**config.mk**
```make
export PLATFORM = sky130hd
export DESIGN_NAME = rv_core_top
export DESIGN_NICKNAME = d
export VERILOG_FILES = /design/src/rv_core_pkg.sv /design/src/rv_decoder.sv /design/src/rv_regfile.sv /design/src/rv_lsu.sv /design/src/rv_core_top.sv
export VERILOG_INCLUDE_DIRS = /design/src /design/src/src
export SDC_FILE = /design/constraint.sdc
export NUM_CORES = 2
export LEC_CHECK = 0
export BUFFER_PORTS_ARGS = -buffer_cell sky130_fd_sc_hd__buf_2
export CORE_MARGIN = 2
export CORE_UTILIZATION = 45
export DETAILED_ROUTE_END_ITERATION = 7
export PLACE_DENSITY = 0.64
export SYNTH_ARGS = -nofsm -noshare
export SYNTH_HDL_FRONTEND = slang
export SYNTH_SLANG_ARGS = --single-unit
```
**constraint.sdc**
```tcl
create_clock -name clk -period 24 [get_ports clk]
set_clock_uncertainty 0.05 [all_clocks]
set_input_delay 4.8 -clock clk [delete_from_list [all_inputs] [get_ports clk]]
set_output_delay 4.8 -clock clk [all_outputs]
set_load 0.005 [all_outputs]
```
**src/rv_core_settings.svh**
```systemverilog
`ifndef RV_CORE_SETTINGS_SVH
`define RV_CORE_SETTINGS_SVH

// core-wide sizing for the RV32 subset

// data path and address width
`define RV_XLEN 32

// architectural integer registers, x0 included
`define RV_NREGS 32

// first fetch address after reset
`define RV_RESET_PC 32'h8000_0000

// byte offset bits inside one data word
`define RV_OFS_W 2

// lanes per word follow from the width
// RV_XLEN / 8 lanes, each 8 bits wide

// RV_OFS_W must stay log2 of the lane count
// 4 lanes -> 2 offset bits

`endif

```
**src/rv_core_pkg.sv**
```systemverilog
`include "rv_core_settings.svh"

package rv_core_pkg;

  typedef logic [`RV_XLEN-1:0]          word_t;     // data or address word
  typedef logic [$clog2(`RV_NREGS)-1:0] reg_addr_t; // register index
  typedef logic [`RV_XLEN/8-1:0]        strb_t;     // one bit per byte lane
  typedef logic [2:0]                   funct3_t;
  typedef logic [1:0]                   wb_sel_t;

  // writeback source select
  localparam wb_sel_t wb_adder = 2'd0;
  localparam wb_sel_t wb_link  = 2'd1; // pc + 4
  localparam wb_sel_t wb_load  = 2'd2;

  // major opcodes of the supported subset
  typedef enum logic [6:0] {
    op_imm    = 7'b001_0011,
    op_lui    = 7'b011_0111,
    op_auipc  = 7'b001_0111,
    op_jal    = 7'b110_1111,
    op_jalr   = 7'b110_0111,
    op_load   = 7'b000_0011,
    op_store  = 7'b010_0011,
    op_system = 7'b111_0011
  } opcode_e;

  // AXI4-Lite master sequencing
  typedef enum logic [1:0] {
    idle,
    addr,  // address and data handshakes
    wresp,
    rresp
  } lsu_state_e;

  typedef struct packed {
    logic    reg_wen;
    logic    a_sel_pc;  // adder takes pc instead of rs1
    wb_sel_t wb_sel;
    logic    jump;
    logic    mem_read;
    logic    mem_write;
    funct3_t funct3;
    logic    ebreak;
  } ctrl_t;

  // one data access as seen by the lsu
  typedef struct packed {
    logic    read;
    logic    write;
    funct3_t funct3;    // access size and sign
    word_t   addr;
    word_t   wdata;     // unshifted store value
  } mem_req_t;

endpackage

```
**src/rv_decoder.sv**
```systemverilog
`timescale 1ns/1ps

module rv_decoder (
  input  rv_core_pkg::word_t     inst,
  output rv_core_pkg::ctrl_t     ctrl,
  output rv_core_pkg::reg_addr_t rs1,
  output rv_core_pkg::reg_addr_t rs2,
  output rv_core_pkg::reg_addr_t rd,
  output rv_core_pkg::word_t     imm
);
  import rv_core_pkg::*;

  opcode_e opcode;
  funct3_t funct3;
  word_t   imm_i;
  word_t   imm_s;
  word_t   imm_j;
  word_t   imm_u;
  logic    is_ebreak;

  // fixed field positions
  assign opcode = opcode_e'(inst[6:0]);
  assign funct3 = inst[14:12];
  assign rd     = inst[11:7];
  assign rs2    = inst[24:20];

  // lui reads x0 so the adder passes the immediate through
  assign rs1 = (opcode == op_lui) ? '0 : inst[19:15];

  // sign-extended immediates
  assign imm_i = {{20{inst[31]}}, inst[31:20]};
  assign imm_s = {{20{inst[31]}}, inst[31:25], inst[11:7]};
  assign imm_j = {{12{inst[31]}}, inst[19:12], inst[20], inst[30:21], 1'b0};
  assign imm_u = {inst[31:12], 12'h000}; // already shifted

  // imm=1, rs1=0, funct3=0, rd=0
  assign is_ebreak = (inst[31:7] == 25'h000_2000);

  always_comb begin
    ctrl        = '0; // unknown encodings retire as no-ops
    ctrl.funct3 = funct3;
    imm         = '0;
    case (opcode)
      op_imm: begin
        if (funct3 == 3'b000) begin // addi only
          ctrl.reg_wen = 1'b1;
          imm          = imm_i;
        end
      end
      op_lui: begin
        ctrl.reg_wen = 1'b1;
        imm          = imm_u;
      end
      op_auipc: begin
        ctrl.reg_wen  = 1'b1;
        ctrl.a_sel_pc = 1'b1;
        imm           = imm_u;
      end
      op_jal: begin
        ctrl.reg_wen  = 1'b1;
        ctrl.a_sel_pc = 1'b1;
        ctrl.jump     = 1'b1;
        ctrl.wb_sel   = wb_link;
        imm           = imm_j;
      end
      op_jalr: begin
        if (funct3 == 3'b000) begin
          ctrl.reg_wen = 1'b1;
          ctrl.jump    = 1'b1;
          ctrl.wb_sel  = wb_link;
          imm          = imm_i;
        end
      end
      op_load: begin
        // lb lh lw lbu lhu
        if (funct3 != 3'b011 && funct3 != 3'b110 && funct3 != 3'b111) begin
          ctrl.reg_wen  = 1'b1;
          ctrl.mem_read = 1'b1;
          ctrl.wb_sel   = wb_load;
          imm           = imm_i;
        end
      end
      op_store: begin
        if (funct3 <= 3'b010) begin // sb sh sw
          ctrl.mem_write = 1'b1;
          imm            = imm_s;
        end
      end
      op_system: ctrl.ebreak = is_ebreak;
      default: ;
    endcase
  end

endmodule

```
**src/rv_regfile.sv**
```systemverilog
`timescale 1ns/1ps
`include "rv_core_settings.svh"

module rv_regfile (
  input  logic                   clk,
  input  logic                   wen,
  input  rv_core_pkg::reg_addr_t waddr,
  input  rv_core_pkg::word_t     wdata,
  input  rv_core_pkg::reg_addr_t rs1addr,
  input  rv_core_pkg::reg_addr_t rs2addr,
  output rv_core_pkg::word_t     rs1data,
  output rv_core_pkg::word_t     rs2data
);
  import rv_core_pkg::*;

  word_t regs [`RV_NREGS];

  // x0 is never written
  always_ff @(posedge clk) begin
    if (wen && waddr != '0) begin
      regs[waddr] <= wdata;
    end
  end

  // combinational read ports
  assign rs1data = (rs1addr == '0) ? '0 : regs[rs1addr];
  assign rs2data = (rs2addr == '0) ? '0 : regs[rs2addr];

endmodule

```
**src/rv_lsu.sv**
```systemverilog
`timescale 1ns/1ps
`include "rv_core_settings.svh"

module rv_lsu (
  input  logic                  clk,
  input  logic                  rst_n,
  input  rv_core_pkg::mem_req_t req,
  output rv_core_pkg::word_t    load_data,
  output logic                  done,
  // write address
  output logic                  awvalid,
  input  logic                  awready,
  output rv_core_pkg::word_t    awaddr,
  // write data
  output logic                  wvalid,
  input  logic                  wready,
  output rv_core_pkg::word_t    wdata,
  output rv_core_pkg::strb_t    wstrb,
  // write response
  input  logic                  bvalid,
  output logic                  bready,
  // read address
  output logic                  arvalid,
  input  logic                  arready,
  output rv_core_pkg::word_t    araddr,
  // read data
  input  logic                  rvalid,
  output logic                  rready,
  input  rv_core_pkg::word_t    rdata
);
  import rv_core_pkg::*;

  lsu_state_e           state;
  lsu_state_e           state_next;
  logic                 aw_done;  // aw accepted in this access
  logic                 w_done;   // w accepted in this access
  logic                 aw_fin;
  logic                 w_fin;
  logic [`RV_OFS_W-1:0] ofs;
  word_t                lane;

  assign ofs = req.addr[`RV_OFS_W-1:0];

  // address and data channels may complete in either order
  assign aw_fin = aw_done | (awvalid & awready);
  assign w_fin  = w_done | (wvalid & wready);

  always_comb begin
    state_next = state;
    case (state)
      idle: begin
        if (req.read || req.write) state_next = addr;
      end
      addr: begin
        if (req.read) begin
          if (arready) state_next = rresp;
        end else if (aw_fin && w_fin) begin
          state_next = wresp;
        end
      end
      wresp: if (bvalid) state_next = idle;
      rresp: if (rvalid) state_next = idle;
      default: state_next = idle;
    endcase
  end

  always_ff @(posedge clk) begin
    if (!rst_n) begin
      state   <= idle;
      aw_done <= 1'b0;
      w_done  <= 1'b0;
    end else begin
      state <= state_next;
      if (state_next == addr) begin
        aw_done <= aw_fin;
        w_done  <= w_fin;
      end else begin
        aw_done <= 1'b0;
        w_done  <= 1'b0;
      end
    end
  end

  // payload comes straight from the request, held by the stall
  assign awvalid = (state == addr) && req.write && !aw_done;
  assign wvalid  = (state == addr) && req.write && !w_done;
  assign arvalid = (state == addr) && req.read;
  assign awaddr  = req.addr;
  assign araddr  = req.addr;
  assign bready  = (state == wresp);
  assign rready  = (state == rresp);

  assign done = (state == wresp && bvalid) || (state == rresp && rvalid);

  // store lane placement
  assign wdata = req.wdata << {ofs, 3'b000};

  always_comb begin
    case (req.funct3)
      3'b000:  wstrb = strb_t'(1) << ofs;     // sb
      3'b001:  wstrb = strb_t'(2'b11) << ofs; // sh
      3'b010:  wstrb = '1;                    // sw
      default: wstrb = '0;
    endcase
  end

  // load lane extraction
  assign lane = rdata >> {ofs, 3'b000};

  always_comb begin
    case (req.funct3)
      3'b000:  load_data = {{24{lane[7]}}, lane[7:0]};   // lb
      3'b001:  load_data = {{16{lane[15]}}, lane[15:0]}; // lh
      3'b100:  load_data = {24'h00_0000, lane[7:0]};     // lbu
      3'b101:  load_data = {16'h0000, lane[15:0]};       // lhu
      default: load_data = lane;                         // lw
    endcase
  end

endmodule

```
**src/rv_core_top.sv**
```systemverilog
`timescale 1ns/1ps
`include "rv_core_settings.svh"

module rv_core_top (
  input  logic               clk,
  input  logic               rst_n,
  input  rv_core_pkg::word_t inst,
  output rv_core_pkg::word_t pc,
  output logic               halt,
  // AXI4-Lite data master
  output logic               awvalid,
  input  logic               awready,
  output rv_core_pkg::word_t awaddr,
  output logic               wvalid,
  input  logic               wready,
  output rv_core_pkg::word_t wdata,
  output rv_core_pkg::strb_t wstrb,
  input  logic               bvalid,
  output logic               bready,
  output logic               arvalid,
  input  logic               arready,
  output rv_core_pkg::word_t araddr,
  input  logic               rvalid,
  output logic               rready,
  input  rv_core_pkg::word_t rdata
);
  import rv_core_pkg::*;

  ctrl_t     ctrl;
  reg_addr_t rs1;
  reg_addr_t rs2;
  reg_addr_t rd;
  word_t     imm;
  word_t     rs1data;
  word_t     rs2data;
  word_t     adder_a;
  word_t     adder_out;
  word_t     pc_plus4;
  word_t     pc_next;
  word_t     wb_data;
  word_t     load_data;
  mem_req_t  req;
  logic      lsu_done;
  logic      stall;
  logic      retire;

  rv_decoder u_decoder (
    .inst (inst),
    .ctrl (ctrl),
    .rs1  (rs1),
    .rs2  (rs2),
    .rd   (rd),
    .imm  (imm)
  );

  rv_regfile u_regfile (
    .clk     (clk),
    .wen     (ctrl.reg_wen && retire),
    .waddr   (rd),
    .wdata   (wb_data),
    .rs1addr (rs1),
    .rs2addr (rs2),
    .rs1data (rs1data),
    .rs2data (rs2data)
  );

  // shared adder for addresses, targets and addi/lui/auipc results
  assign adder_a   = ctrl.a_sel_pc ? pc : rs1data;
  assign adder_out = adder_a + imm;
  assign pc_plus4  = pc + 32'd4;

  // bit 0 clear only matters for jalr
  assign pc_next = ctrl.jump ? {adder_out[`RV_XLEN-1:1], 1'b0} : pc_plus4;

  always_comb begin
    case (ctrl.wb_sel)
      wb_link: wb_data = pc_plus4;
      wb_load: wb_data = load_data;
      default: wb_data = adder_out;
    endcase
  end

  always_comb begin
    req.read   = ctrl.mem_read && !halt;
    req.write  = ctrl.mem_write && !halt;
    req.funct3 = ctrl.funct3;
    req.addr   = adder_out;
    req.wdata  = rs2data;
  end

  rv_lsu u_lsu (
    .clk       (clk),
    .rst_n     (rst_n),
    .req       (req),
    .load_data (load_data),
    .done      (lsu_done),
    .awvalid   (awvalid),
    .awready   (awready),
    .awaddr    (awaddr),
    .wvalid    (wvalid),
    .wready    (wready),
    .wdata     (wdata),
    .wstrb     (wstrb),
    .bvalid    (bvalid),
    .bready    (bready),
    .arvalid   (arvalid),
    .arready   (arready),
    .araddr    (araddr),
    .rvalid    (rvalid),
    .rready    (rready),
    .rdata     (rdata)
  );

  // memory ops hold until the response edge
  assign stall  = (ctrl.mem_read || ctrl.mem_write) && !lsu_done;
  assign retire = !halt && !ctrl.ebreak && !stall; // ebreak keeps its pc

  always_ff @(posedge clk) begin
    if (!rst_n) begin
      pc   <= `RV_RESET_PC;
      halt <= 1'b0;
    end else begin
      if (retire) pc <= pc_next;
      if (ctrl.ebreak) halt <= 1'b1; // sticky until reset
    end
  end

endmodule

```
==> flow_summary.json <==
{
  "status": "finished, final reports clean",
  "critical_path.max_stage_delay_ns": 0.77,
  "clk_path_buf_depth": 3,
  "initial_core_util_pct": 45.32,
  "irDropWorstVdd_mv": 0.06464,
  "grt_max_degree": 161,
  "fin_crit_sh_pct": 69.35,
  "cts_root_buf": "clkbuf_16",
  "core-area_mm2": 0.1198,
  "drtAntennaViolNets": 0,
  "dr.pass1.iters": 6,
  "finalHoldViolCount": 0,
  "synthArstFlopShare_pct": 0,
  "grt_pass1_wl_mm": 277.9,
  "synth_top_family_by_area": "multiplexers",
  "tritoncts": "built",
  "die_w_um": 351.4,
  "worstPathRequired_ns": 19.15,
  "crit_family": "compound AO/OA/AOI/OAI gates",
  "vias": 41410,
  "row_count": 127,
  "setup-tns-final_ns": 0,
  "setup_viol": 0,
  "placed_area_mm2": 0.05724,
  "yosysUniqueCellTypes": 89,
  "slew_headroom_pct": 7.175,
  "drtIter0Drc": 6308,
  "vias_per_cell": 6.883,
  "yosys-top-cells-count": "edfxtp_1 (1024), nand2_1 (497), o21ai_0 (253), a221oi_1 (243), mux2i_1 (240)",
  "leakage_nw": 20.72,
  "drv_slew": 0,
  "seq_area_frac_synth_pct": 57.96,
  "clkTransAtPathRegs_ns": 0.06,
  "synth_most_common_cell": "edfxtp_1",
  "hpwl_mm": 113.9,
  "grt_use_total_pct": 31.26,
  "cts_htree_levels": 3,
  "synth_edf_count": 1024,
  "clk-insertion-delay-late_ns": 0.74,
  "cts_resized": 0,
  "drive_above_1_share_pct": 19.29,
  "ctsHoldBuffers": 0,
  "synth_seq_cells": 1060,
  "min_period_ns": 16.64,
  "crit_type": "in -> out",
  "achievable-frequency_mhz": 60.08,
  "yosys.area_share.simple_pct": 8.531,
  "synth_top_area_share_pct": 56.64,
  "critical_path.cell_chain": "buf_2 > and3_1 > nand2_2 > nand2_4 > buf_4 > buf_4 > nand2_1 > a21oi_1 > o21ai_0 > a211oi_1 > a41oi_1 > o21ai_0 > ha_1 > a21oi_1 > o21ai_0 > a221oi_1 > a31oi_1 > a31o_2 > a41oi_2 > mux2i_1 > nor2_1 > inv_1 > buf_2",
  "end_kind": "primary output",
  "maxCapViolCount": 0,
  "detail_route.wirelength_mm": 196.1,
  "synth_area_mm2": 0.05429,
  "io_buffers": 207,
  "grt_pass1_vias": 39490,
  "syn_area_per_cell_um2": 12.88,
  "cp_num_buf_inv": 5,
  "place.gp.congestion": 0.9371,
  "power_density_mw_per_mm2": 72.15,
  "startpoint_type": "input port",
  "synthAdderAreaFrac_pct": 0.8204,
  "num-nets-final": 4413,
  "antenna_found_initial": 13,
  "synth_ff_type": "edfxtp_1",
  "avgRoutedWirePerCell_um": 32.59,
  "yosysWarnings": 0,
  "tightest_slew_ns": 1.392,
  "final_area_mm2": 0.06081,
  "path_max_fanout": 61,
  "synth_top_cell_by_area": "edfxtp_1",
  "holdCritPathClass": "reg -> reg",
  "clkSinkCount": 1060,
  "rsz0062_at_grt": "no",
  "die-area_mm2": 0.1234,
  "post-cts-setup-buffers": 0,
  "chipHeight_um": 351.4,
  "path_common_cell": "o21ai_0",
  "overflow": 0,
  "synth_cells": 4215,
  "synth-compound-area-share_pct": 14.09,
  "cp_slowest_cell": "buf_4",
  "synth_area_leaders": "edfxtp_1 (57%), mux4_2 (9.3%), mux2i_1 (4.4%), a221oi_1 (3.9%), nand2_1 (3.4%)",
  "numCtsBuffers": 112,
  "area_growth_pct": 12.01,
  "drc": 0,
  "synth_xor_area_share_pct": 0.8388,
  "crit_arrival_ns": 11.79,
  "ios": 209,
  "synthMuxAreaShare_pct": 14.19
}
[routing by layer]
| metal | routed length [µm] | up-vias | global-route usage (%) |
|---|---|---|---|
| li1 | - | 17020 | - |
| met1 | 71250 | 20640 | 41.31 |
| met2 | 86580 | 3114 | 46.65 |
| met3 | 25710 | 631 | 8.016 |
| met4 | 12460 | 8 | 18.41 |
| met5 | 60 | - | 0 |
[logic make-up after synthesis]
kind of cell / after synthesis
flops: 1060
simple gates: 1035
compound gates: 1112
fa+ha+maj: 35
mux: 488
other cells: 1
xor+xnor: 52
buf+inv: 432
[stage by stage]
stage	worst slack, ns	hold WS [ns]	total power, mW	utilization, %	std cells
2_1_floorplan	9.716	0.4140	2.487	-	4247
3_3_place_gp	7.613	0.4336	2.716	47.78	5805
3_5_place_dp	7.588	0.4528	2.720	47.78	5805
4_1_cts	7.564	0.4672	4.385	50.74	6007
5_1_grt	6.997	0.5068	4.502	50.75	6014
6_report	7.356	0.4603	4.387	50.76	6016
[where the power goes]
group / internal [mW] / switching, mW
combinational: 0.178 / 0.412
clock: 0.949 / 0.743
sequential: 2.10 / 0.00562
total: 3.23 / 1.16
[layout make-up]
| class | instances | area (µm²) |
|---|---|---|
| flip-flops and latches | 1060 | 31470 |
| well taps | 1612 | 2017 |
| clock inverters | 73 | 646.9 |
| diodes | 9 | 22.52 |
| clock buffers | 129 | 2898 |
| multi-input cells | 2755 | 21500 |
| fillers | 10240 | 59000 |
| inverters | 44 | 167.7 |
| repair buffers | 334 | 2093 |
[sequential cells by signal, indices dropped and copies added (netlist names)]
| name | cells |
|---|---|
| halt | 1 |
| pc | 31 |
| u_lsu.aw_done | 1 |
| u_lsu.state | 2 |
| u_lsu.w_done | 1 |
| u_regfile.regs | 1024 |
[cells in the final DEF (no fill, tap or decap), types with 61 or more instances in the layout]
cell type / instances
edfxtp_1: 1024
nand2_1: 494
o21ai_0: 245
a221oi_1: 243
mux2i_1: 240
mux4_2: 223
buf_2: 203
a21oi_1: 172
nand3_1: 145
buf_4: 122
clkbuf_16: 113
nor2_1: 110
nor3_1: 97
a31oi_1: 72
a211oi_1: 61
[worst paths after layout]
check | start | to | slack [ns] | cells after the start
min | u_lsu.aw_done | u_lsu.aw_done | 0.46 | 2
max reg2reg | u_regfile.regs[27][0] | u_regfile.regs[0][25] | 16.81 | 16
max | inst[2] | araddr[28] | 7.36 | 23
min reg2reg | u_lsu.aw_done | u_lsu.aw_done | 0.46 | 2
[worst register-to-register path, delay by kind of cell, from the launching register on]
kind,cells,cell delay (ns)
AO/OA/AOI/OAI,8,2.83
flip-flops,1,0.39
buffers and inverters,1,0.69
AND/OR/NAND/NOR,6,2.45
adder cells (fa/ha/maj),1,0.36
No activity file was read; power rests on OpenSTA's default activity.
